--- src/source/settings_pkg.sv ---
package settings_pkg;

    // Register block sizes.
    localparam int SILENCER_WORDS = 5;
    localparam int SYNC_WORDS = 4;

    localparam int SILENCER_FLAG_WIDTH = 8;
    localparam int SILENCER_WORD_WIDTH = 16;
    localparam int SYNC_TIME_WIDTH = 64;

    typedef logic [SILENCER_FLAG_WIDTH-1:0] silencer_flag_t;
    typedef logic [SILENCER_WORD_WIDTH-1:0] silencer_word_t;
    typedef logic [SYNC_TIME_WIDTH-1:0] sync_time_t;

    // Word index inside a block.
    typedef logic [$clog2(SILENCER_WORDS)-1:0] silencer_idx_t;
    typedef logic [$clog2(SYNC_WORDS)-1:0] sync_idx_t;

    // Values held until the host loads a block.
    localparam silencer_flag_t SILENCER_FLAG_DEFAULT = 8'd0;
    localparam silencer_word_t UPDATE_RATE_DEFAULT = 16'd256;
    localparam silencer_word_t COMPLETION_STEPS_INTENSITY_DEFAULT = 16'd10;
    localparam silencer_word_t COMPLETION_STEPS_PHASE_DEFAULT = 16'd40;
    localparam sync_time_t SYNC_TIME_DEFAULT = 64'd0;

endpackage

--- src/source/ctl_pkg.sv ---
package ctl_pkg;

    // Bus geometry.
    localparam int BUS_ADDR_WIDTH = 8;
    localparam int BUS_DATA_WIDTH = 16;
    localparam int RAM_DEPTH = 2 ** BUS_ADDR_WIDTH;
    localparam int RAM_READ_LATENCY = 2;

    typedef logic [BUS_ADDR_WIDTH-1:0] bus_addr_t;
    typedef logic [BUS_DATA_WIDTH-1:0] bus_word_t;

    // Control and status words.
    localparam bus_addr_t ADDR_CTL_FLAG = 8'h00;
    localparam bus_addr_t ADDR_FPGA_STATE = 8'h01;
    localparam bus_addr_t ADDR_VERSION_NUM_MAJOR = 8'h02;
    localparam bus_addr_t ADDR_VERSION_NUM_MINOR = 8'h03;

    // Flag, rate intensity, rate phase, steps intensity, steps phase.
    localparam bus_addr_t ADDR_SILENCER_BASE = 8'h40;

    // Four words, least significant first.
    localparam bus_addr_t ADDR_SYNC_BASE = 8'h50;

    // Bits of the control flags word.
    localparam int CTL_FLAG_BIT_SILENCER_SET = 2;
    localparam int CTL_FLAG_BIT_SYNC_SET = 4;
    localparam int CTL_FLAG_BIT_FORCE_FAN = 13;

    // Bits of the FPGA state word, the rest read as zero.
    localparam int FPGA_STATE_BIT_THERMO = 0;
    localparam int FPGA_STATE_BIT_MOD_SEGMENT = 1;
    localparam int FPGA_STATE_BIT_STM_SEGMENT = 2;
    localparam int FPGA_STATE_BIT_STM_CYCLE_ZERO = 3;

    localparam logic [7:0] VERSION_NUM_MAJOR = 8'hA2;
    localparam logic [7:0] VERSION_NUM_MINOR = 8'h01;

endpackage
--- src/source/sync_loader.sv ---
`timescale 1ns/1ps

module sync_loader (
    input  logic                     CLK,
    input  logic                     reset,
    input  logic                     start,
    input  ctl_pkg::bus_word_t       rd_data,
    output ctl_pkg::bus_addr_t       rd_addr,
    output logic                     done,
    output settings_pkg::sync_time_t ecat_sync_time,
    output logic                     sync_update
);
    import ctl_pkg::*;
    import settings_pkg::*;

    logic issue_valid;
    sync_idx_t issue_idx;
    logic [RAM_READ_LATENCY-1:0] pipe_valid;
    sync_idx_t pipe_idx [RAM_READ_LATENCY];

    always_ff @(posedge CLK) begin
        if (reset) begin
            issue_valid <= 1'b0;
            issue_idx <= '0;
            rd_addr <= ADDR_SYNC_BASE;
        end else if (start) begin
            issue_valid <= 1'b1;
            issue_idx <= '0;
            rd_addr <= ADDR_SYNC_BASE;
        end else if (issue_valid) begin
            if (issue_idx == sync_idx_t'(SYNC_WORDS - 1)) begin
                issue_valid <= 1'b0;
            end else begin
                issue_idx <= issue_idx + 1'b1;
                rd_addr <= rd_addr + 1'b1;
            end
        end
    end

    always_ff @(posedge CLK) begin
        if (reset) begin
            pipe_valid <= '0;
        end else begin
            pipe_valid <= {pipe_valid[RAM_READ_LATENCY-2:0], issue_valid};
        end
    end

    always_ff @(posedge CLK) begin
        pipe_idx[0] <= issue_idx;
        for (int i = 1; i < RAM_READ_LATENCY; i++) begin
            pipe_idx[i] <= pipe_idx[i-1];
        end
    end

    // Word n fills slice n, low slice first.
    always_ff @(posedge CLK) begin
        if (reset) begin
            done <= 1'b0;
            ecat_sync_time <= SYNC_TIME_DEFAULT;
        end else begin
            done <= 1'b0;
            if (pipe_valid[RAM_READ_LATENCY-1]) begin
                ecat_sync_time[pipe_idx[RAM_READ_LATENCY-1]*BUS_DATA_WIDTH +: BUS_DATA_WIDTH]
                    <= rd_data;
                if (pipe_idx[RAM_READ_LATENCY-1] == sync_idx_t'(SYNC_WORDS - 1)) begin
                    done <= 1'b1;
                end
            end
        end
    end

    assign sync_update = done;

endmodule

--- config.mk ---
export PLATFORM = sky130hd
export DESIGN_NAME = sync_loader
export DESIGN_NICKNAME = d
export VERILOG_FILES = /design/src/source/settings_pkg.sv /design/src/source/ctl_pkg.sv /design/src/source/sync_loader.sv
export SDC_FILE = /design/constraint.sdc
export NUM_CORES = 1
export LEC_CHECK = 0
export BUFFER_PORTS_ARGS = -buffer_cell sky130_fd_sc_hd__clkbuf_2
export CAP_MARGIN = 0
export CORE_MARGIN = 2
export CORE_UTILIZATION = 53
export DETAILED_ROUTE_END_ITERATION = 10
export GPL_TIMING_DRIVEN = 0
export PLACE_DENSITY_LB_ADDON = 0.2
export RECOVER_POWER = 100
export SLEW_MARGIN = 20
export SYNTH_ARGS = -nofsm -noshare
export SYNTH_HDL_FRONTEND = slang
export SYNTH_SLANG_ARGS = --single-unit
--- constraint.sdc ---
create_clock -name CLK -period 4.2 [get_ports CLK]
set_input_delay 0 -clock CLK [delete_from_list [all_inputs] [get_ports CLK]]
set_output_delay 0 -clock CLK [all_outputs]
set_load 0.03 [all_outputs]
# Yosys cells after proc, flatten, opt, wreduce, memory -nomap -nowiden
# Memories as Yosys holds them, arrays and structs flattened.
# Index checks and enable logic that the tools add are counted.
# Widths: inputs -> output; s select.
# totals
reg_bits	78
mem_bits_rw	4
in_bits	19
output_inout_bits	74
word_cells	24
n_memories	1
# memory_table
memory	depth	word_bits	read_ports	rd_clocked_by_memory_dff	write_ports	line_no	text
pipe_idx	2	2	2	0	2	sync_loader.sv:19	sync_idx_t pipe_idx [RAM_READ_LATENCY];
# op_classes
add_sub_neg	3
eq_ne	2
shift	2
muxes	5
n_bitwise	2
reduce_logical	3
# op_table
op	count
$bwmux 64	1
$shift 16x34->64 const A	1
$shiftx 16x34->64	1
$neg 6->34	1
$add 8x1->8 const B	1
$eq 2x2->1 const B	2
$mux 1	4
$reduce_or 2->1	2
$add 2x1->2 const B	1
$not 1->1	2
$reduce_and 2->1	1

# Longest topological paths before layout
# depth
word_depth	4
mapped_depth	8
depth_no_buf	5

# Least setup slack after synthesis
# No wires, ideal clock.
# synth_timing
path_kind	register -> register
startpoint	memory pipe_idx[0][2] in the netlist's numbering
endpoint	register ecat_sync_time[10]
setup_time_ns	0.128
arrival_time_ns	1.890
required_ns	4.072
slack_ns	2.182
stages_incl_launch_ff	9
n_path_buf	3
synth_period_minus_slack_ns	2.018
path_cell_list	dfxtp_1 -> clkinv_1 -> clkbuf_1 -> ha_1 -> and4b_1 -> clkbuf_2 -> buf_4 -> a32oi_1 -> nor2_1
# synth_lines
item	line_no	text
from (decl)	sync_loader.sv:19	
to (signal assigned)	sync_loader.sv:59	ecat_sync_time <= SYNC_TIME_DEFAULT;
to (decl)	sync_loader.sv:10	output settings_pkg::sync_time_t ecat_sync_time,

==> impl_summary.txt <==
----------------------------------------------------
[Clock tree]
  Clock transition at path regs ... 80 ps
  Clock sink count ... 82
  Total CTS buffers ... 9
  Resized Gates After CTS ... 0
  Maximum buffer depth of the clock tree ... 2
  Number of H-tree levels ... 3
  Clock tree from TritonCTS ... built
  Post CTS Setup Buffer Count ... 0
  Later-pin clock latency in the skew report ... 350 ps
  Clock root buffer ... sky130_fd_sc_hd__clkbuf_8

[Global route]
  Via count of the first global-routing pass ... 2,617
  Initial antenna violation count ... 0
  GRT Total Usage ... 0.263
  Pin count of the biggest net entering global routing ... 15
  Wire length of the first global-routing pass ... 12,700 um
  GRT overflow ... 0

[Placement]
  Last weighted congestion value of the routability-driven placer ... 0.765
  I/O Buffers ... 91
  Cell area after placement ... 3590 um^2
  HPWL after DPL ... 5610 um

[Routing]
  Post-detailed-route count of antenna-violating nets ... 0
  Router iterations before antenna repair ... 5
  Number of remaining DRC errors ... 0
  Routed wire length on met2 ... 3710 um
  Number of vias in the routed layout ... 2,910
  Initial detailed-routing violation count ... 164
  Drt via density ... 5.82
  Highest metal used ... met4
  Post-detailed-route wirelength per cell ... 16.5 um
  Routed wire length on met3 ... 692 um
  Wirelength, routed ... 8230 um
  Wire length the detailed router placed on met1 ... 3630 um

[Pwr]
  Comb pwr share ... 0.059
  Max IR drop VDD ... 0.000237 V
  Share of total power consumed by net switching ... 0.234
  Clock group share of total power ... 0.414
  Power consumption ... 0.00150 W
  Ratio of total power to cell area ... 391 nW/um^2
  Net switching power figure ... 0.000351 W
  Static leakage ... 1.37 nW
  Reg power frac ... 0.527
  P_int ... 0.00115 W

[Layout]
  Finished Core Util ... 0.692
  Final antenna diode count ... 0
  Leading cell types in the layout, fill and taps excluded ... sky130_fd_sc_hd__clkbuf_1 (96), sky130_fd_sc_hd__dfxtp_1 (82), sky130_fd_sc_hd__nor2_1 (66)
  Area of all placed cells without fillers ... 3840 um^2
  Area delta synth->final ... 25.9%
  Layout Nets ... 450
  Share of final-layout standard cells stronger than drive strength 1 ... 0.0935
  Most frequent standard cell in the layout excluding fill and tap cells ... sky130_fd_sc_hd__clkbuf_1

[Floorplan]
  Number of I/O pins ... 93
  Floorplan Core Area ... 5540 um^2
  Die boundary height ... 79.8 um
  Die W ... 79.8 um
  Die area ... 6370 um^2
  Site Rows ... 27
  Initial core utilization ... 0.550

[Timing]
  Setup violation total in the final timing report ... 0
  Setup TNS Final ... 0 ps
  Final Hold Slack ... 40.6 ps
  Setup Skew ... 5.69 ps
  Actual slew at the worst max-slew pin ... 1000 ps
  Pins over their slew limit ... 0
  Final worst path period share ... 0.742
  Final Hold Viols ... 0
  Maximum operating frequency ... 321 MHz
  Crit path time final ... 3120 ps
  Unrepaired setup endpoints after global routing ... no
  Headroom to the max-slew limit ... 0.331

[Logic synthesis]
  Yosys reg bits ... 82
  EDFF count, synth ... 0
  Synthesis Warnings ... 0
  Yosys cell types ... 28
  Mean cell area of the mapped netlist ... 9.96 um^2
  Area of the mapped netlist ... 3050 um^2
  Dominant synthesized flop cell ... sky130_fd_sc_hd__dfxtp_1
  Register area share after synthesis ... 0.539
  Post-synthesis async set-or-reset flop share ... 0
  Post-synth net total ... 333
  Post-synthesis instance total ... 306

[Run]
  Count of maximum capacitance violations ... 0

[Worst setup path]
  CP Class ... flop to flop
  Critical Path Sink Type ... flop
  Required @ worst endpoint ... 4490 ps
  Startpoint kind of the worst setup timing path ... flop
  Largest fanout on the critical path ... 12
  Data arrival time of the critical path ... 3410 ps

[Hold path]
  Path type of the worst min-delay path ... input pin to flop

[Status]
  Result of the run ... completed

----------------------------------------------------
==> routing by layer <==
layer  global-route usage  vias up
met5                    0        -
met4                0.131        0
met3               0.0611       19
met2                0.407      147
met1                0.345     1375
li1                     -     1369
==> critical path, cell delays in order, from the launching register on <==
cell	delay (ps)
sky130_fd_sc_hd__dfxtp_1	450
sky130_fd_sc_hd__clkinv_1	270
sky130_fd_sc_hd__clkbuf_1	340
sky130_fd_sc_hd__ha_1	450
sky130_fd_sc_hd__nor3b_1	830
sky130_fd_sc_hd__clkbuf_1	430
sky130_fd_sc_hd__a32oi_1	180
sky130_fd_sc_hd__nor2_1	100
==> repair_timing <==
action | 4_1_cts | 5_1_grt
setup endpoints to repair | 0 | 0
hold buffers | 15 | 0
endpoints found under the hold margin | 43 | 0
==> power by group through the flow <==
stage               Sequential (W)  Combinational [W]  Clock [W]
finish                    0.000790          0.0000888   0.000622
global route              0.000791          0.0000950   0.000664
CTS                       0.000790          0.0000885   0.000627
detailed placement        0.000809          0.0000773          0
global placement          0.000809          0.0000765          0
floorplan                 0.000816          0.0000356          0
==> synthesized netlist by cell type, types with 3 or more instances <==
cell type | n | area [um^2]
sky130_fd_sc_hd__nand4b_1 | 6 | 52.6
sky130_fd_sc_hd__a32oi_1 | 58 | 508
sky130_fd_sc_hd__buf_2 | 4 | 20.0
sky130_fd_sc_hd__a21oi_1 | 9 | 45.0
sky130_fd_sc_hd__and3b_1 | 3 | 26.3
sky130_fd_sc_hd__o31ai_1 | 3 | 22.5
sky130_fd_sc_hd__dfxtp_1 | 82 | 1640
sky130_fd_sc_hd__or4_1 | 3 | 22.5
sky130_fd_sc_hd__buf_4 | 6 | 45.0
sky130_fd_sc_hd__nor2_1 | 66 | 248
sky130_fd_sc_hd__nand2_1 | 14 | 52.6
sky130_fd_sc_hd__nand3_1 | 4 | 20.0
sky130_fd_sc_hd__ha_1 | 8 | 100
sky130_fd_sc_hd__clkbuf_1 | 16 | 60.1
sky130_fd_sc_hd__nor2b_1 | 5 | 31.3
==> logic make-up after synthesis <==
logic type,count (synthesis),synth area share
xor+xnor,3,0.00862
fa+ha+maj,8,0.0328
flops,82,0.539
simple gates,109,0.174
buf+inv,30,0.0468
mux,2,0.00657
compound gates,72,0.192
==> stage by stage <==
step | worst slack (ps) | cells
after floorplan | 2180 | 306
after global placement | 1740 | 469
after detailed placement | 1730 | 469
after CTS | 1680 | 500
after global routing | 883 | 500
final | 1080 | 500
==> flip-flops by register name, summed over array words and instances, names as in the netlist <==
register,flops
done,1
rd_addr,8
pipe_idx,4
issue_idx,2
issue_valid,1
ecat_sync_time,64
pipe_valid,2
==> path summary, 6_finish.rpt <==
kind / from / endpoint / slack [ps] / cells past startpoint
setup reg to reg: pipe_idx[0][2] / ecat_sync_time[41] / 1080 / 7
hold / removal: rd_data[6] / ecat_sync_time[54] / 40 / 3
setup / recovery: pipe_idx[0][2] / ecat_sync_time[41] / 1080 / 7
hold reg to reg: pipe_idx[0][1] / pipe_idx[0][3] / 330 / 0
==> area by class of cell <==
class | instances | area (um^2)
buffer | 28 | 120
clock buffer | 9 | 124
clock inverter | 7 | 93.8
fill | 475 | 1700
inverter | 2 | 7.51
multi-input combinational | 194 | 1250
sequential | 82 | 1640
tap | 72 | 90.1
timing repair buffer | 106 | 513
No activity file was read; power rests on OpenSTA's default activity.
