$ cat src/source/ctl_pkg.sv
package ctl_pkg;

    // Bus geometry.
    localparam int BUS_ADDR_WIDTH = 8;
    localparam int BUS_DATA_WIDTH = 16;
    localparam int RAM_DEPTH = 2 ** BUS_ADDR_WIDTH;
    localparam int RAM_READ_LATENCY = 2;

    typedef logic [BUS_ADDR_WIDTH-1:0] bus_addr_t;
    typedef logic [BUS_DATA_WIDTH-1:0] bus_word_t;

    // Control and status words.
    localparam bus_addr_t ADDR_CTL_FLAG = 8'h00;
    localparam bus_addr_t ADDR_FPGA_STATE = 8'h01;
    localparam bus_addr_t ADDR_VERSION_NUM_MAJOR = 8'h02;
    localparam bus_addr_t ADDR_VERSION_NUM_MINOR = 8'h03;

    // Flag, rate intensity, rate phase, steps intensity, steps phase.
    localparam bus_addr_t ADDR_SILENCER_BASE = 8'h40;

    // Four words, least significant first.
    localparam bus_addr_t ADDR_SYNC_BASE = 8'h50;

    // Bits of the control flags word.
    localparam int CTL_FLAG_BIT_SILENCER_SET = 2;
    localparam int CTL_FLAG_BIT_SYNC_SET = 4;
    localparam int CTL_FLAG_BIT_FORCE_FAN = 13;

    // Bits of the FPGA state word, the rest read as zero.
    localparam int FPGA_STATE_BIT_THERMO = 0;
    localparam int FPGA_STATE_BIT_MOD_SEGMENT = 1;
    localparam int FPGA_STATE_BIT_STM_SEGMENT = 2;
    localparam int FPGA_STATE_BIT_STM_CYCLE_ZERO = 3;

    localparam logic [7:0] VERSION_NUM_MAJOR = 8'hA2;
    localparam logic [7:0] VERSION_NUM_MINOR = 8'h01;

endpackage
$ cat src/source/ctl_poller.sv
`timescale 1ns/1ps

module ctl_poller (
    input  logic               CLK,
    input  logic               reset,
    input  logic               thermo,
    input  logic               mod_segment,
    input  logic               stm_segment,
    input  ctl_pkg::bus_word_t stm_cycle,
    input  ctl_pkg::bus_word_t rd_data,
    input  ctl_pkg::bus_addr_t silencer_addr,
    input  ctl_pkg::bus_addr_t sync_addr,
    input  logic               silencer_done,
    input  logic               sync_done,
    output logic               silencer_start,
    output logic               sync_start,
    output logic               ctl_we,
    output ctl_pkg::bus_addr_t ctl_addr,
    output ctl_pkg::bus_word_t ctl_din,
    output logic               force_fan
);
    import ctl_pkg::*;

    typedef enum logic [3:0] {
        ST_WR_VER_MAJOR,
        ST_WR_VER_MINOR,
        ST_WR_STATE,
        ST_RD_FLAGS,
        ST_WAIT_0,
        ST_WAIT_1,
        ST_CAPTURE,
        ST_DISPATCH,
        ST_LOAD_SILENCER,
        ST_LOAD_SYNC
    } state_t;

    state_t state;
    bus_word_t flags;
    bus_word_t state_word;
    bus_addr_t addr_q;

    always_comb begin
        state_word = '0;
        state_word[FPGA_STATE_BIT_THERMO] = thermo;
        state_word[FPGA_STATE_BIT_MOD_SEGMENT] = mod_segment;
        state_word[FPGA_STATE_BIT_STM_SEGMENT] = stm_segment;
        state_word[FPGA_STATE_BIT_STM_CYCLE_ZERO] = (stm_cycle == '0);
    end

    // A running loader owns the read address.
    always_comb begin
        case (state)
            ST_LOAD_SILENCER: ctl_addr = silencer_addr;
            ST_LOAD_SYNC:     ctl_addr = sync_addr;
            default:          ctl_addr = addr_q;
        endcase
    end

    assign force_fan = flags[CTL_FLAG_BIT_FORCE_FAN];

    always_ff @(posedge CLK) begin
        if (reset) begin
            state <= ST_WR_VER_MAJOR;
            flags <= '0;
            ctl_we <= 1'b0;
            addr_q <= ADDR_CTL_FLAG;
            silencer_start <= 1'b0;
            sync_start <= 1'b0;
        end else begin
            silencer_start <= 1'b0;
            sync_start <= 1'b0;
            case (state)
                ST_WR_VER_MAJOR: begin
                    ctl_we <= 1'b1;
                    addr_q <= ADDR_VERSION_NUM_MAJOR;
                    ctl_din <= {8'h00, VERSION_NUM_MAJOR};
                    state <= ST_WR_VER_MINOR;
                end
                ST_WR_VER_MINOR: begin
                    addr_q <= ADDR_VERSION_NUM_MINOR;
                    ctl_din <= {8'h00, VERSION_NUM_MINOR};
                    state <= ST_RD_FLAGS;
                end
                ST_WR_STATE: begin
                    ctl_we <= 1'b1;
                    addr_q <= ADDR_FPGA_STATE;
                    ctl_din <= state_word;
                    state <= ST_RD_FLAGS;
                end
                ST_RD_FLAGS: begin
                    ctl_we <= 1'b0;
                    addr_q <= ADDR_CTL_FLAG;
                    state <= ST_WAIT_0;
                end
                ST_WAIT_0: state <= ST_WAIT_1;
                ST_WAIT_1: state <= ST_CAPTURE;
                ST_CAPTURE: begin
                    flags <= rd_data;
                    state <= ST_DISPATCH;
                end
                // Silencer first, sync on a later pass.
                ST_DISPATCH: begin
                    if (flags[CTL_FLAG_BIT_SILENCER_SET]) begin
                        flags[CTL_FLAG_BIT_SILENCER_SET] <= 1'b0;
                        silencer_start <= 1'b1;
                        state <= ST_LOAD_SILENCER;
                    end else if (flags[CTL_FLAG_BIT_SYNC_SET]) begin
                        flags[CTL_FLAG_BIT_SYNC_SET] <= 1'b0;
                        sync_start <= 1'b1;
                        state <= ST_LOAD_SYNC;
                    end else begin
                        state <= ST_WR_STATE;
                    end
                end
                ST_LOAD_SILENCER, ST_LOAD_SYNC: begin
                    if ((state == ST_LOAD_SILENCER && silencer_done) ||
                        (state == ST_LOAD_SYNC && sync_done)) begin
                        // Write back the cleared flags.
                        ctl_we <= 1'b1;
                        addr_q <= ADDR_CTL_FLAG;
                        ctl_din <= flags;
                        state <= ST_WR_STATE;
                    end
                end
                default: state <= ST_WR_STATE;
            endcase
        end
    end

endmodule

$ cat config.mk
export PLATFORM = sky130hd
export DESIGN_NAME = ctl_poller
export DESIGN_NICKNAME = d
export VERILOG_FILES = /design/src/source/ctl_pkg.sv /design/src/source/ctl_poller.sv
export SDC_FILE = /design/constraint.sdc
export NUM_CORES = 1
export LEC_CHECK = 0
export ABC_AREA = 1
export BUFFER_PORTS_ARGS = -buffer_cell sky130_fd_sc_hd__buf_4
export CORE_MARGIN = 3
export CORE_UTILIZATION = 30
export CTS_CLUSTER_SIZE = 24
export DETAILED_ROUTE_END_ITERATION = 10
export PLACE_DENSITY = 0.63
export SETUP_SLACK_MARGIN = 0.5
export SYNTH_ARGS = -nofsm -noshare
export SYNTH_HDL_FRONTEND = slang
export SYNTH_SLANG_ARGS = --single-unit
$ cat constraint.sdc
create_clock -name CLK -period 2.8 [get_ports CLK]
set_input_delay 0.28 -clock CLK [delete_from_list [all_inputs] [get_ports CLK]]
set_output_delay 0.28 -clock CLK [all_outputs]
set_load 0.05 [all_outputs]
# After elaboration in Yosys (flattened, before gate mapping)
# Index checks and enable logic that the tools add are counted.
[op_classes]
n_eq_ne = 11
n_mux = 16
bitwise_logic = 2
reduce_logical = 18
[op_table]
columns = ["cell", "n"]
rows = [
  ["16-bit one-hot mux with 4 select lines", 1],
  ["8-bit one-hot mux with 5 select lines", 1],
  ["4-bit one-hot mux with 8 select lines", 1],
  ["4-bit by 3-bit == test with 1-bit output (second input constant)", 4],
  ["16-bit logical NOT", 1],
  ["16-bit two-way mux", 1],
  ["8-bit one-hot mux with 2 select lines", 1],
  ["4-bit two-way mux", 3],
  ["4-bit by 2-bit == test with 1-bit output (second input constant)", 2],
  ["4-bit == test (second input constant)", 2],
  ["8-bit two-way mux", 1],
  ["2-bit OR reduction", 4],
  ["2-bit AND reduction", 3],
  ["5-bit nonzero test", 1],
  ["4-bit by 1-bit == test with 1-bit output (second input constant)", 1],
  ["4-bit logical NOT", 1],
  ["1-bit two-way mux", 4],
  ["2-bit inequality test (second input constant)", 2],
  ["1-bit one-hot mux with 2 select lines", 2],
  ["4-bit nonzero test", 1],
  ["1-bit one-hot mux with 3 select lines", 1],
  ["3-bit AND reduction", 1],
  ["3-bit nonzero test", 1],
  ["3-bit OR reduction", 1],
  ["other kinds (4)", 6],
]
[word_totals]
reg_bits = 47
output_inout_bits = 28
wordCells = 56

# Longest topological paths before layout
[logic_depth]
word_depth = 5
ltp_mapped = 7
depth_no_buf = 7

# Worst setup path before layout
# Ideal clock, no wire load.
[synth_path]
path_kind = "reg-to-reg"
start = "register state[3]"
end = "register ctl_din[0], enable pin"
setup_time_ns = 0.399
t_arrival_ns = 1.785
required_ns = 2.401
path_slack_ns = 0.616
stages_incl_launch_ff = 7
n_path_buf = 0
cell_sequence = "dfxtp_1 -> inv_2 -> nor2_1 -> nand3_1 -> nand2_1 -> nand2_1 -> a31oi_1"
[synth_via]
elab_chain_cells = 5
word_cells_on_any_way = 12
[synth_rtl]
columns = ["element", "line_no", "rtl"]
rows = [
  ["start, declared", "ctl_poller.sv:37", "state_t state;"],
  ["start signal, assigned", "ctl_poller.sv:63", "state <= ST_WR_VER_MAJOR;"],
  ["start signal, assigned", "ctl_poller.sv:77", "state <= ST_WR_VER_MINOR;"],
  ["start signal, assigned", "ctl_poller.sv:82", "state <= ST_RD_FLAGS;"],
  ["4-bit == test, on equally long branches", "ctl_poller.sv:72, ctl_poller.sv:116, ctl_poller.sv:117", ""],
  ["1-bit logical AND, on equally long branches", "ctl_poller.sv:116, ctl_poller.sv:117", ""],
  ["1-bit logical OR", "ctl_poller.sv:116", "if ((state == ST_LOAD_SILENCER && silencer_done) ||"],
  ["2-bit inequality test (no line)", "n/a", ""],
  ["3-bit AND reduction (no line) (*)", "n/a", ""],
  ["end signal, assigned", "ctl_poller.sv:81", "ctl_din <= {8'h00, VERSION_NUM_MINOR};"],
  ["end signal, assigned", "ctl_poller.sv:87", "ctl_din <= state_word;"],
  ["end signal, assigned", "ctl_poller.sv:121", "ctl_din <= flags;"],
  ["end, declared", "ctl_poller.sv:19", "output ctl_pkg::bus_word_t ctl_din,"],
]
# Every way passes the cells marked *; elsewhere a longest branch is shown, timed or not.
# A chain may end at the register's enable or synchronous reset.

# Worst setup path in the final report
[layout_path]
start = "register state[3]"
end = "output ctl_addr[0]"
[layout_via]
elab_chain_cells = 2
word_cells_on_any_way = 3
[layout_rtl]
columns = ["element", "line_no", "rtl"]
rows = [
  ["4-bit == test", "ctl_poller.sv:52", "case (state)"],
  ["8-bit one-hot mux with 2 select lines (*)", "ctl_poller.sv:52", ""],
  ["end, declared", "ctl_poller.sv:18", "output ctl_pkg::bus_addr_t ctl_addr,"],
]
# Marked as above.

==> results.sh <==
export IMPL_synth_top_family_by_area="simple AND/OR/NAND/NOR gates"
export IMPL_rows=27
export IMPL_place_gp_congestion=0.856
export IMPL_final_nets=345
export IMPL_timing_fmax_ghz=0.498
export IMPL_antenna_found_initial=0
export IMPL_final_area_um2=2610
export IMPL_p_per_area_nw_per_um2=597
export IMPL_ys_flop_type="dfxtp_1"
export IMPL_drv_cap=0
export IMPL_hold_viol=0
export IMPL_r2r_cells=7
export IMPL_cts_setup_buffers=0
export IMPL_io_pin_count=83
export IMPL_synthSimpleGateAreaFrac_pct=22.0
export IMPL_synth_edf_count=16
export IMPL_clock_sinks=41
export IMPL_r2r_start="state[1]"
export IMPL_wl_per_cell_um=12.1
export IMPL_grt_first_pass_wirelength_um=7310
export IMPL_synthTopCellsByCount="nand2_1, nor2_1, dfxtp_1, a21oi_1, inv_1"
export IMPL_finalMaxSlewViolations=0
export IMPL_grt_pass1_vias=1595
export IMPL_status="finished clean"
export IMPL_cp_max_fo=8
export IMPL_grt_overflow=0
export IMPL_drt_initial_drc_count=77
export IMPL_place_ws_ns=0.969
export IMPL_cp_required_ns=2.52
export IMPL_die_area_um2=6940
export IMPL_yosysTopAreaCell="dfxtp_1"
export IMPL_initial_core_util_pct=31.8
export IMPL_postCtsHoldBufs=0
export IMPL_worstReg2RegEnd="ctl_din[13]"
export IMPL_design_core_area_um2=5640
export IMPL_area_growth_pct=45.5
export IMPL_viasPerCell=4.54
export IMPL_numCtsBuffers=5
export IMPL_vias=1648
export IMPL_rrSetupSlack_ns=0.97
export IMPL_yosys_warnings=0
export IMPL_hold_ws_ns=0.226
export IMPL_utilization_pct=46.3
export IMPL_finalClockSkew_ns=0.00372
export IMPL_seq_area_frac_synth_pct=54.7
export IMPL_leakagePower_nw=1.13
export IMPL_worstHoldStart="rd_data[7]"
export IMPL_die_y_um=83.3
export IMPL_syn_nets=260
export IMPL_startpoint="state[3]"
export IMPL_multi_input_area_um2=697
export IMPL_grt_usage_pct=13.0
export IMPL_synth_avg_cell_area_um2=8.75
export IMPL_drtPass1Iterations=4
export IMPL_min_period_ns=2.01
export IMPL_fin_tns_setup_ns=0
export IMPL_register_area_um2=981
export IMPL_ys_seq_elements=41
export IMPL_synth_distinct_cells=25
export IMPL_cts_htree_levels=2
export IMPL_synthCells=205
export IMPL_ant_nets=0
export IMPL_cp_arrival_ns=1.73
export IMPL_synth_async_reset_ratio_pct=0
export IMPL_setup_slack_ns=0.792
export IMPL_cp_slowest_cell="dfxtp_1"
export IMPL_cp_num_cells=7
export IMPL_drive_above_1_share_pct=36.8
export IMPL_die_w_um=83.3
export IMPL_routed_wl_um=4410
export IMPL_synth_mux_area_share_pct=0
export IMPL_worst_slew_pin_transition_ns=0.522
export IMPL_yosysMostFrequentCell="nand2_1"
export IMPL_cts_tree="yes"
export IMPL_fillers=567
export IMPL_cts_clk_slew_worst_paths_ns=0.07
export IMPL_synth_xor_area_share_pct=0
export IMPL_synth_top_cell_area_share_pct=27.9
export IMPL_antenna_cells=0
export IMPL_fin_cells=363
export IMPL_hpwl_um=3470
export IMPL_ys_top_cells_by_area="dfxtp_1, edfxtp_1, nand2_1, nor2_1, a21oi_1"
export IMPL_cp_start_kind="register"
export IMPL_cp_end_kind="primary output"
export IMPL_dpl_cell_area_um2=2480
export IMPL_synth_compound_area_share_pct=16.5
export IMPL_crit_buf_inv=3
export IMPL_synth_fa_ha_area_share_pct=0
export IMPL_finalSetupViolCount=0
export IMPL_cp_cell_sequence="inv_2 -> nor2_1 -> inv_2 -> nor3_4 -> a22oi_1 -> nand2_1 -> buf_4"
export IMPL_clockBufferDepth=2
export IMPL_root_buffer="clkbuf_8"
export IMPL_hp_class="input pin to register"
export IMPL_post_route_period_util_pct=71.7
export IMPL_crit_end="ctl_addr[0]"
export IMPL_grt_max_degree=26
export IMPL_drc_errors=0
export IMPL_placed_cells=355
export IMPL_crit_top_cell="inv_2"
export IMPL_power_mw=1.56
export IMPL_netlist_area_um2=1790
export IMPL_vdd_drop_max_uv=271
export IMPL_crit_family="simple AND/OR/NAND/NOR gates"
export IMPL_relSlewSlack_pct=65.2
export IMPL_io_buffers=82
export IMPL_worstSkewPairLatency_ns=0.29
export IMPL_cts_resized=0
export IMPL_worstSetupPathType="register to primary output"
export IMPL_rsz0062_at_grt="false"
export IMPL_max_stage_delay_ns=0.44
## registers in the layout, summed over array words and instances (netlist names)
register        cells
ctl_we              1
state               4
addr_q              2
ctl_din            16
sync_start          1
flags              16
silencer_start      1
## where the power goes
group	switching (mW)	internal (mW)	total, mW
clock network	0.196	0.354	0.549
registers	0.0225	0.666	0.689
logic	0.204	0.116	0.320
## kinds of logic after synthesis
| family | Yosys count |
|---|---|
| simple gates | 86 |
| buf+inv | 28 |
| compound gates | 50 |
| flops | 41 |
## area by class of cell
class | instances | area share (%)
clock buffers | 5 | 2.64
well taps | 72 | 3.45
flip-flops and latches | 41 | 37.6
clock inverters | 3 | 2.49
repair buffers | 83 | 23.9
multi-input cells | 136 | 26.7
inverters | 23 | 3.31
## how the worst min path moves through the flow
stage                      endpoint  slack, ns  cells after the start
after global placement    flags[11]       0.44                      2
after CTS                  flags[4]       0.22                      2
after detailed placement  flags[11]       0.45                      2
after global routing       flags[4]       0.22                      2
after floorplan            flags[7]       0.41                      2
final                      flags[7]       0.23                      3
## cells in the final DEF (no fill, tap or decap), types with 5 or more instances in the layout
cell type | synthesis | final
nand2_1 | 35 | 35
o21ai_1 | 7 | 7
nand3_1 | 8 | 8
inv_2 | 5 | 5
a22o_1 | 6 | 6
inv_1 | 18 | 18
dfxtp_1 | 25 | 25
buf_4 | 0 | 83
edfxtp_1 | 16 | 16
a21oi_1 | 18 | 18
o21ai_0 | 10 | 10
clkbuf_8 | 0 | 5
nor2_1 | 32 | 32
## worst reg2reg max path, stage by stage, from the launching register on
cell	delay, ns
dfxtp_1	0.46
inv_2	0.12
nand3_4	0.20
nor2_1	0.09
nand2_1	0.13
nand2_1	0.10
a31oi_2	0.17
buf_4	0.25
## metal layers
layer	vias to the layer above	track usage (%)	part of all wire (%)
met3	2	5.65	8.9
li1	857	-	-
met4	0	2.67	0.27
met5	-	0	0
met2	66	20.6	48
met1	723	16.4	43
Power figures use the tool's default switching activity.
