## src/source/settings_pkg.sv

```systemverilog
package settings_pkg;

    // Register block sizes.
    localparam int SILENCER_WORDS = 5;
    localparam int SYNC_WORDS = 4;

    localparam int SILENCER_FLAG_WIDTH = 8;
    localparam int SILENCER_WORD_WIDTH = 16;
    localparam int SYNC_TIME_WIDTH = 64;

    typedef logic [SILENCER_FLAG_WIDTH-1:0] silencer_flag_t;
    typedef logic [SILENCER_WORD_WIDTH-1:0] silencer_word_t;
    typedef logic [SYNC_TIME_WIDTH-1:0] sync_time_t;

    // Word index inside a block.
    typedef logic [$clog2(SILENCER_WORDS)-1:0] silencer_idx_t;
    typedef logic [$clog2(SYNC_WORDS)-1:0] sync_idx_t;

    // Values held until the host loads a block.
    localparam silencer_flag_t SILENCER_FLAG_DEFAULT = 8'd0;
    localparam silencer_word_t UPDATE_RATE_DEFAULT = 16'd256;
    localparam silencer_word_t COMPLETION_STEPS_INTENSITY_DEFAULT = 16'd10;
    localparam silencer_word_t COMPLETION_STEPS_PHASE_DEFAULT = 16'd40;
    localparam sync_time_t SYNC_TIME_DEFAULT = 64'd0;

endpackage

```

## src/source/ctl_pkg.sv

```systemverilog
package ctl_pkg;

    // Bus geometry.
    localparam int BUS_ADDR_WIDTH = 8;
    localparam int BUS_DATA_WIDTH = 16;
    localparam int RAM_DEPTH = 2 ** BUS_ADDR_WIDTH;
    localparam int RAM_READ_LATENCY = 2;

    typedef logic [BUS_ADDR_WIDTH-1:0] bus_addr_t;
    typedef logic [BUS_DATA_WIDTH-1:0] bus_word_t;

    // Control and status words.
    localparam bus_addr_t ADDR_CTL_FLAG = 8'h00;
    localparam bus_addr_t ADDR_FPGA_STATE = 8'h01;
    localparam bus_addr_t ADDR_VERSION_NUM_MAJOR = 8'h02;
    localparam bus_addr_t ADDR_VERSION_NUM_MINOR = 8'h03;

    // Flag, rate intensity, rate phase, steps intensity, steps phase.
    localparam bus_addr_t ADDR_SILENCER_BASE = 8'h40;

    // Four words, least significant first.
    localparam bus_addr_t ADDR_SYNC_BASE = 8'h50;

    // Bits of the control flags word.
    localparam int CTL_FLAG_BIT_SILENCER_SET = 2;
    localparam int CTL_FLAG_BIT_SYNC_SET = 4;
    localparam int CTL_FLAG_BIT_FORCE_FAN = 13;

    // Bits of the FPGA state word, the rest read as zero.
    localparam int FPGA_STATE_BIT_THERMO = 0;
    localparam int FPGA_STATE_BIT_MOD_SEGMENT = 1;
    localparam int FPGA_STATE_BIT_STM_SEGMENT = 2;
    localparam int FPGA_STATE_BIT_STM_CYCLE_ZERO = 3;

    localparam logic [7:0] VERSION_NUM_MAJOR = 8'hA2;
    localparam logic [7:0] VERSION_NUM_MINOR = 8'h01;

endpackage
```

## src/source/silencer_loader.sv

```systemverilog
`timescale 1ns/1ps

module silencer_loader (
    input  logic                         CLK,
    input  logic                         reset,
    input  logic                         start,
    input  ctl_pkg::bus_word_t           rd_data,
    output ctl_pkg::bus_addr_t           rd_addr,
    output logic                         done,
    output settings_pkg::silencer_flag_t silencer_flag,
    output settings_pkg::silencer_word_t update_rate_intensity,
    output settings_pkg::silencer_word_t update_rate_phase,
    output settings_pkg::silencer_word_t completion_steps_intensity,
    output settings_pkg::silencer_word_t completion_steps_phase,
    output logic                         silencer_update
);
    import ctl_pkg::*;
    import settings_pkg::*;

    logic issue_valid;
    silencer_idx_t issue_idx;
    logic [RAM_READ_LATENCY-1:0] pipe_valid;
    silencer_idx_t pipe_idx [RAM_READ_LATENCY];

    // One address per cycle from the block base.
    always_ff @(posedge CLK) begin
        if (reset) begin
            issue_valid <= 1'b0;
            issue_idx <= '0;
            rd_addr <= ADDR_SILENCER_BASE;
        end else if (start) begin
            issue_valid <= 1'b1;
            issue_idx <= '0;
            rd_addr <= ADDR_SILENCER_BASE;
        end else if (issue_valid) begin
            if (issue_idx == silencer_idx_t'(SILENCER_WORDS - 1)) begin
                issue_valid <= 1'b0;
            end else begin
                issue_idx <= issue_idx + 1'b1;
                rd_addr <= rd_addr + 1'b1;
            end
        end
    end

    // Field index rides along with each read.
    always_ff @(posedge CLK) begin
        if (reset) begin
            pipe_valid <= '0;
        end else begin
            pipe_valid <= {pipe_valid[RAM_READ_LATENCY-2:0], issue_valid};
        end
    end

    always_ff @(posedge CLK) begin
        pipe_idx[0] <= issue_idx;
        for (int i = 1; i < RAM_READ_LATENCY; i++) begin
            pipe_idx[i] <= pipe_idx[i-1];
        end
    end

    always_ff @(posedge CLK) begin
        if (reset) begin
            done <= 1'b0;
            silencer_flag <= SILENCER_FLAG_DEFAULT;
            update_rate_intensity <= UPDATE_RATE_DEFAULT;
            update_rate_phase <= UPDATE_RATE_DEFAULT;
            completion_steps_intensity <= COMPLETION_STEPS_INTENSITY_DEFAULT;
            completion_steps_phase <= COMPLETION_STEPS_PHASE_DEFAULT;
        end else begin
            done <= 1'b0;
            if (pipe_valid[RAM_READ_LATENCY-1]) begin
                case (pipe_idx[RAM_READ_LATENCY-1])
                    0:       silencer_flag <= rd_data[SILENCER_FLAG_WIDTH-1:0];
                    1:       update_rate_intensity <= rd_data;
                    2:       update_rate_phase <= rd_data;
                    3:       completion_steps_intensity <= rd_data;
                    default: completion_steps_phase <= rd_data;
                endcase
                if (pipe_idx[RAM_READ_LATENCY-1] == silencer_idx_t'(SILENCER_WORDS - 1)) begin
                    done <= 1'b1;
                end
            end
        end
    end

    // Strobe lines up with the new field values.
    assign silencer_update = done;

endmodule

```

## config.mk

```make
export PLATFORM = sky130hd
export DESIGN_NAME = silencer_loader
export DESIGN_NICKNAME = d
export VERILOG_FILES = /design/src/source/settings_pkg.sv /design/src/source/ctl_pkg.sv /design/src/source/silencer_loader.sv
export SDC_FILE = /design/constraint.sdc
export NUM_CORES = 1
export LEC_CHECK = 0
export ABC_CLOCK_PERIOD_IN_PS = 4000
export BUFFER_PORTS_ARGS = -buffer_cell sky130_fd_sc_hd__buf_2
export CELL_PAD_IN_SITES_DETAIL_PLACEMENT = 1
export CELL_PAD_IN_SITES_GLOBAL_PLACEMENT = 1
export CORE_UTILIZATION = 39
export DETAILED_ROUTE_END_ITERATION = 8
export GPL_ROUTABILITY_DRIVEN = 1
export GPL_TIMING_DRIVEN = 1
export PLACE_DENSITY_LB_ADDON = 0.1
export SLEW_MARGIN = 25
export SYNTH_ARGS = -nofsm -noshare
export SYNTH_HDL_FRONTEND = slang
export SYNTH_SLANG_ARGS = --single-unit
```

## constraint.sdc

```tcl
create_clock -name CLK -period 4 [get_ports CLK]
set_input_delay 0.4 -clock CLK [delete_from_list [all_inputs] [get_ports CLK]]
set_output_delay 0.4 -clock CLK [all_outputs]
set_load 0.05 [all_outputs]
```

== Word-level counts from Yosys, hierarchy flattened ==
Memory sizes are Yosys's and may differ from the RTL's.
Index checks and enable logic that the tools add are counted.

* Register bits after elaboration: 87
* Bits in writable memories: 6
* Bits of input ports: 19
* Output and inout port bits: 82
* Logic and storage cells: 35
* Memories: 1

{| class="wikitable"
|+ Memories
! memory !! depth !! bits a word !! read ports !! clocked after memory_dff !! write ports !! line !! text
|-
| pipe_idx || 2 || 3 || 2 || 0 || 2 || silencer_loader.sv:23 || <nowiki>silencer_idx_t pipe_idx [RAM_READ_LATENCY];</nowiki>
|}

* Add/subtract/negate cells: 2
* Equal/unequal tests: 5
* Muxes and demuxes: 4
* Bitwise logic cells: 3
* Reduce and logical (&&, ||, !) cells: 10

{| class="wikitable"
|+ Operators by type and width
! kind !! number
|-
| 2-bit AND reduction || 6
|-
| 8-bit by 1-bit adder with 8-bit output, second input constant || 1
|-
| 3-bit by 2-bit == test with 1-bit output, second input constant || 2
|-
| 3-bit == test, second input constant || 2
|-
| 1-bit two-way mux || 4
|-
| 2-bit OR reduction || 2
|-
| 4-bit OR reduction || 1
|-
| 3-bit by 1-bit adder with 3-bit output, second input constant || 1
|-
| 3-bit by 1-bit == test with 1-bit output, second input constant || 1
|-
| 3-bit zero test || 1
|-
| 1-bit inverter || 3
|}

== Longest topological paths before layout ==
Gate-level depths: netlist (run 1).

* Depth in word-level cells: 4
* Depth in mapped cells: 6
* Depth with buffers taken out: 5

== Least setup slack after synthesis (run 1) ==
Ideal clock, no wire load.

* Path kind: register to register
* Start point: reg rd_addr[0]
* End point: reg rd_addr[7]
* Setup time: 0.070 ns
* Data arrival time: 1.531 ns
* Required time: 3.930 ns
* Path slack: 2.399 ns
* Cell stages (with the launch flop): 4
* Buffers on the path: 0
* Clock period less this slack: 1.601 ns
* Path through: dfxtp_1 > nand3_1 > or4_1 > a21oi_1

* Cells in the longest elaborated chain, start to end: 1

{| class="wikitable"
|+ Ends and longest elaborated chain
! item !! line !! text
|-
| from (decl) || silencer_loader.sv:8 || <nowiki>output ctl_pkg::bus_addr_t rd_addr,</nowiki>
|-
| from (signal assigned) || silencer_loader.sv:40 || <nowiki>rd_addr <= rd_addr + 1'b1;</nowiki>
|-
| 8-bit by 1-bit adder with 8-bit output || silencer_loader.sv:40 ||
|}

Every way passes these cells.
A chain may end at the register's enable or synchronous reset.

==> results of run 1 <==
routing by layer:
layer | global-route usage (%) | up-vias
met4 | 7.58 | 0
met1 | 28.0 | 1459
met3 | 4.83 | 10
met5 | 0 | -
met2 | 36.0 | 77
li1 | - | 1476
sequential cells by signal, summed over array words and instances, names as in the netlist:
signal and cells:
rd_addr 8, silencer_flag 8, issue_valid 1, pipe_idx 6, update_rate_phase 16, done 1
issue_idx 3, pipe_valid 2, completion_steps_intensity 16, completion_steps_phase 16, update_rate_intensity 16
per-stage QoR:
stage	util [%]	cell area [sq um]	total power [uW]	cells	setup WS (ps)
global placement	46.3	3840	1030	579	2320
detailed placement	46.3	3840	1030	579	2160
floorplan	-	3360	1000	404	2400
CTS	49.0	4070	1730	594	2200
global route	49.0	4070	1780	594	2020
finish	49.0	4070	1710	594	2200
where the power goes:
group	switching (uW)	internal [uW]
combinational	55.7	19.4
sequential	5.67	932
clock	328	368
logic make-up (layout without fill, tap and decap cells):
group                      count (synthesis)  count (layout)  share of synthesized area [%]
muxes                                      2               2                          0.595
buffers and inverters                     35             120                           5.13
DFF                                       93              93                           55.4
xor gates and xnor gates                   1               1                          0.260
AOI/OAI and AO/OA                         81              81                           12.4
adders and majority gates                  3               3                           1.12
and+or+nand+nor                          189             189                           25.1
cell type report:
type	count	area (sq um)
well taps	105	131
fillers	1054	4230
flip-flops and latches	93	1860
clock buffers	10	138
clock inverters	5	83.8
repair buffers	101	508
multi-input cells	276	1330
inverters	4	15.0
cell usage after synthesis, drive strengths merged (3+ instances only):
cell type  number
nor2            5
nand2         153
dfxtp          93
a21oi          74
ha              3
inv             4
buf            20
nand4           3
nand3b          6
clkbuf         11
o21ai           3
or3             4
worst max-delay path: stages (launching register included):
cell,delay (ps)
dfxtp_1,510
nand4bb_1,760
nand2_1,290
a21oi_1,100
final timing paths:
path                                      from                    end  cells past startpoint
worst min register to register  pipe_idx[0][1]         pipe_idx[0][4]                      0
worst max-delay path            pipe_idx[0][4]  update_rate_phase[11]                      3
worst max register to register  pipe_idx[0][4]  update_rate_phase[11]                      3
worst min-delay path                     start            issue_valid                      3
==> flow_metrics.py, run 1 <==
metrics = {
    "worst_setup_path": {
        "crit_path_end_kind": "register",
        "regToRegSetupSlack_ps": 2200,
        "cp.arrival_ps": 2010,
        "crit_fanout": 16,
        "start_kind": "register",
        "cp_data_required_time_ps": 4210,
        "worstSetupPathType": "register to register",
    },
    "synthesis": {
        "syn_inst": 404,
        "avgSynthCellArea_sq_um": 8.32,
        "ys_async_sr_fraction_pct": 0,
        "ys_seq_area_share_pct": 55.4,
        "syn-num-nets": 426,
        "synth.distinct_cells": 32,
        "syn_area_sq_mm": 0.00336,
        "ys_top_cells_by_area": "dfxtp_1 (55%), nand2_1 (17%), a21oi_1 (11%)",
        "synth_area_leader_cell": "dfxtp_1",
        "synth_top_cell_area_share_pct": 55.4,
        "yosys_warnings": 0,
        "synth_flop_cell": "dfxtp_1",
        "synth_edf_count": 0,
        "yosys_register_bits": 93,
    },
    "worst_hold_path": {
        "holdCritPathClass": "primary input to register",
    },
    "place": {
        "gp_congestion": 0.739,
        "post-dp-hpwl_microns": 6480,
        "numPortBuffers": 100,
    },
    "timing": {
        "setup_viol": 0,
        "fin_crit_sh_pct": 45.0,
        "max_freq_mhz": 556,
        "rsz0062_at_grt": "false",
        "whs_ps": 314,
        "skew_ps": 7.40,
        "relSlewSlack_pct": 39.5,
        "period_needed_ps": 1800,
        "fin_setup_tns_ps": 0,
        "hold_viol": 0,
        "worstMarginPinSlew_ps": 903,
        "finalMaxSlewViolations": 0,
    },
    "clock_network": {
        "clock-root-buffer": "clkbuf_8",
        "path_clk_slew_ps": 90,
        "post-cts-setup-buffer-count": 0,
        "h-tree-depth": 3,
        "cts_tree": "built",
        "ctsHoldBuffers": 0,
        "cts_sinks": 93,
        "post_cts_resized": 0,
        "cts_buffers": 9,
        "clockBufferDepth": 2,
        "insertion_delay_ps": 350,
    },
    "status": {
        "status": "finished clean",
    },
    "drt": {
        "route.met2.wl_microns": 4430,
        "vias": 3022,
        "top_layer_used": "met4",
        "detail-route-antenna-nets": 0,
        "firstDrtPassIters": 4,
        "dr_wl_met3_microns": 465,
        "vias_per_cell": 5.09,
        "first_iter_violations": 91,
        "drc": 0,
        "wl_per_cell_microns": 15.8,
        "wirelength_microns": 9380,
        "met1Wirelength_microns": 4370,
    },
    "cells_and_area": {
        "layout_common_cells": "nand2_1 (153), buf_2 (100), dfxtp_1 (93)",
        "antenna_cells": 0,
        "drive_above_1_share_pct": 24.1,
        "nets": 507,
        "final_common_cell": "nand2_1",
        "syn2layout_area_growth_pct": 20.9,
    },
    "pwr": {
        "power_leakage_uw": 0.00167,
        "ir_worst_vdd_v": 0.000193,
        "p_per_area_mw_per_mm2": 420,
    },
    "die": {
        "row_count": 33,
        "coreArea_sq_mm": 0.00830,
        "die_w_microns": 94.9,
        "dieArea_sq_mm": 0.00900,
        "pin_count": 101,
        "die_h_microns": 94.9,
        "start_util_pct": 40.5,
    },
    "global_route": {
        "grt_pass1_wl_microns": 14700,
        "grt_overflow_total": 0,
        "grt_pass1_vias": 2874,
        "track_usage_pct": 21.8,
        "antenna_found_initial": 0,
        "grt_max_degree": 67,
    },
    "flow_run": {
        "max_cap_violations": 0,
    },
}
Power figures use the tool's default switching activity.
==> run 2: changes to the inputs <==
- ABC_AREA: default -> 1
- ABC_CLOCK_PERIOD_IN_PS: 4000 -> 1550
- CORE_UTILIZATION: 39 -> 32
- clock period: 4 -> 1.55 ns (I/O delays scaled with it)
==> run 2 against run 1 <==
Net effect: sequential share of layout area is 0.88 points lower; cell area is 2.0% higher; synthesized cell count is 1.2% higher; largest cell class unchanged; sequential cell count stayed put; total power grew to 2.6 times the previous value; largest power group unchanged; critical endpoint is now issue_idx[2].
==> flow_metrics.py, run 2 <==
metrics = {
    "status": {
        "status": "finished clean",
    },
    "cells_and_area": {
        "multi_input_area_sq_mm": 0.00123,
        "seqCellArea_sq_mm": 0.00186,
        "drive_above_1_share_pct": 25.5,
        "final_common_cell": "nor2_1",
        "nets": 534,
        "fill_cells": 1260,
        "layout_common_cells": "nor2_1 (146), buf_2 (100), dfxtp_1 (93)",
        "final-instance-count-excl-fill": 650,
        "antenna_cells": 0,
        "syn2layout_area_growth_pct": 27.2,
    },
    "worst_hold_path": {
        "holdCritPathClass": "primary input to register",
        "hold_path_depth": 3,
        "min_from": "start",
        "hold_end": "issue_valid",
    },
    "drt": {
        "first_iter_violations": 56,
        "vias_per_cell": 4.51,
        "firstDrtPassIters": 4,
        "vias": 2929,
        "drc": 0,
        "detail-route-antenna-nets": 0,
        "wl_per_cell_microns": 14.0,
        "wirelength_microns": 9090,
    },
    "synthesis": {
        "avgSynthCellArea_sq_um": 7.97,
        "syn_area_sq_mm": 0.00326,
        "ys_async_sr_fraction_pct": 0,
        "yosys_register_bits": 93,
        "synth_flop_cell": "dfxtp_1",
        "synth_edf_count": 0,
        "synth_common_cells": "nor2_1 (147), dfxtp_1 (93), o21ai_0 (66)",
        "synth.distinct_cells": 21,
        "synth_top_cell_area_share_pct": 57.1,
        "yosys_warnings": 0,
        "syn-num-nets": 431,
        "ys_seq_area_share_pct": 57.1,
        "yosysMostFrequentCell": "nor2_1",
        "synth_area_leader_cell": "dfxtp_1",
        "ys_top_cells_by_area": "dfxtp_1 (57%), nor2_1 (17%), o21ai_0 (10%)",
        "syn_inst": 409,
    },
    "clock_network": {
        "clock-root-buffer": "clkbuf_8",
        "cts_sinks": 93,
        "insertion_delay_ps": 350,
        "cts_tree": "built",
        "ctsHoldBuffers": 0,
        "clockBufferDepth": 2,
        "path_clk_slew_ps": 80,
        "h-tree-depth": 3,
        "cts_buffers": 9,
    },
    "pwr": {
        "seq_power_share_pct": 53.8,
        "clkPwrFrac_pct": 40.2,
        "p_switching_uw": 1030,
        "ir_worst_vdd_v": 0.000444,
        "comb_power_share_pct": 6.0,
        "netSwitchingFraction_pct": 22.8,
        "p_per_area_mw_per_mm2": 1090,
        "power_leakage_uw": 0.00192,
        "p_int_uw": 3490,
    },
    "worst_setup_path": {
        "timing.rr.end": "issue_idx[2]",
        "crit_path_end_kind": "register",
        "worstSetupPathType": "register to register",
        "regToRegSetupSlack_ps": 120,
        "crit_fanout": 7,
        "cp_data_required_time_ps": 1830,
        "reg2reg_depth": 7,
        "worstSetupStartpoint": "issue_idx[0]",
        "cp.arrival_ps": 1710,
        "start_kind": "register",
        "r2r-start": "issue_idx[0]",
    },
    "timing": {
        "skew_ps": 9.07,
        "period_needed_ps": 1430,
        "fin_crit_sh_pct": 92.0,
        "fin_ws_ps": 124,
        "hold_viol": 0,
        "relSlewSlack_pct": 67.3,
        "worstMarginPinSlew_ps": 487,
        "setup_viol": 0,
        "finalMaxSlewViolations": 0,
        "whs_ps": 27.8,
        "rsz0062_at_grt": "true",
        "max_freq_mhz": 701,
    },
    "place": {
        "numPortBuffers": 100,
        "dp.cells": 634,
        "post-place-ws_ps": 55.2,
        "post-dp-hpwl_microns": 6630,
        "gp_congestion": 0.782,
    },
    "global_route": {
        "grt_overflow_total": 0,
        "antenna_found_initial": 0,
        "track_usage_pct": 17.8,
        "grt_pass1_vias": 2774,
        "grt_max_degree": 35,
        "grt_pass1_wl_microns": 14100,
    },
    "die": {
        "dieArea_sq_mm": 0.0106,
        "start_util_pct": 33.2,
        "pin_count": 101,
        "die_h_microns": 103,
        "coreArea_sq_mm": 0.00982,
        "die_w_microns": 103,
        "row_count": 36,
    },
    "flow_run": {
        "max_cap_violations": 0,
    },
}
==> run 2: critical path: stages, from the launching register on <==
cell	delay (ps)
dfxtp_1	360
inv_1	80
ha_1	210
nand2_1	60
nand2_1	140
inv_1	230
nand3b_1	120
a21oi_1	160
==> run 2: final cells by class <==
cell class                 count  area share [%]
clock inverter                 4            1.69
sequential                    93            44.9
clock buffer                  12            3.74
inverter                      19            1.75
timing repair buffer         108            14.1
multi-input combinational    281            29.8
tap                          133            4.01
==> run 2: how the worst max path moves through the flow <==
stage / end / slack, ps / cells past startpoint
3_5_place_dp: rd_addr[7] / 60 / 8
3_3_place_gp: rd_addr[7] / 160 / 8
5_1_grt: issue_idx[2] / -60 / 7
2_1_floorplan: rd_addr[6] / 30 / 6
4_1_cts: rd_addr[7] / 30 / 8
6_report: issue_idx[2] / 120 / 7
==> run 2: what timing repair did <==
| item | 4_1_cts | 5_1_grt |
|---|---|---|
| endpoints found under the setup margin | 0 | 7 |
| resized for setup | 0 | 1 |
| hold endpoints to repair | 0 | 0 |
| buffers inserted | 0 | 0 |
==> run 2: cell families after synthesis <==
group,Yosys count,synth area share (%)
adder cells (fa/ha/maj),3,1.15
XOR/XNOR,1,0.269
AO/OA/AOI/OAI,77,11.8
flip-flops,93,57.1
buffers and inverters,35,5.07
AND/OR/NAND/NOR,200,24.6
==> run 2: power by group through the flow <==
stage	logic, uW	clock network (uW)	registers [uW]
floorplan	98.4	0	2550
global placement	269	0	2490
detailed placement	273	0	2490
CTS	275	1870	2430
global route	301	1970	2440
finish	271	1810	2430
==> run 2: metrics by stage <==
| step | setup TNS (ps) | cell area, sq um | power (uW) | util (%) |
|---|---|---|---|---|
| after floorplan | 0 | 3260 | 2640 | - |
| after global placement | 0 | 3920 | 2760 | 39.9 |
| after detailed placement | 0 | 3920 | 2760 | 39.9 |
| after CTS | 0 | 4140 | 4580 | 42.2 |
| after global routing | -174 | 4150 | 4710 | 42.2 |
| final | 0 | 4150 | 4520 | 42.2 |
==> run 2: metal layers <==
| metal | part of all wire (%) | global-route usage [%] |
|---|---|---|
| met5 | 0 | 0 |
| met4 | 1.0 | 6.50 |
| met3 | 5.0 | 4.14 |
| met2 | 46 | 28.5 |
| met1 | 48 | 23.4 |
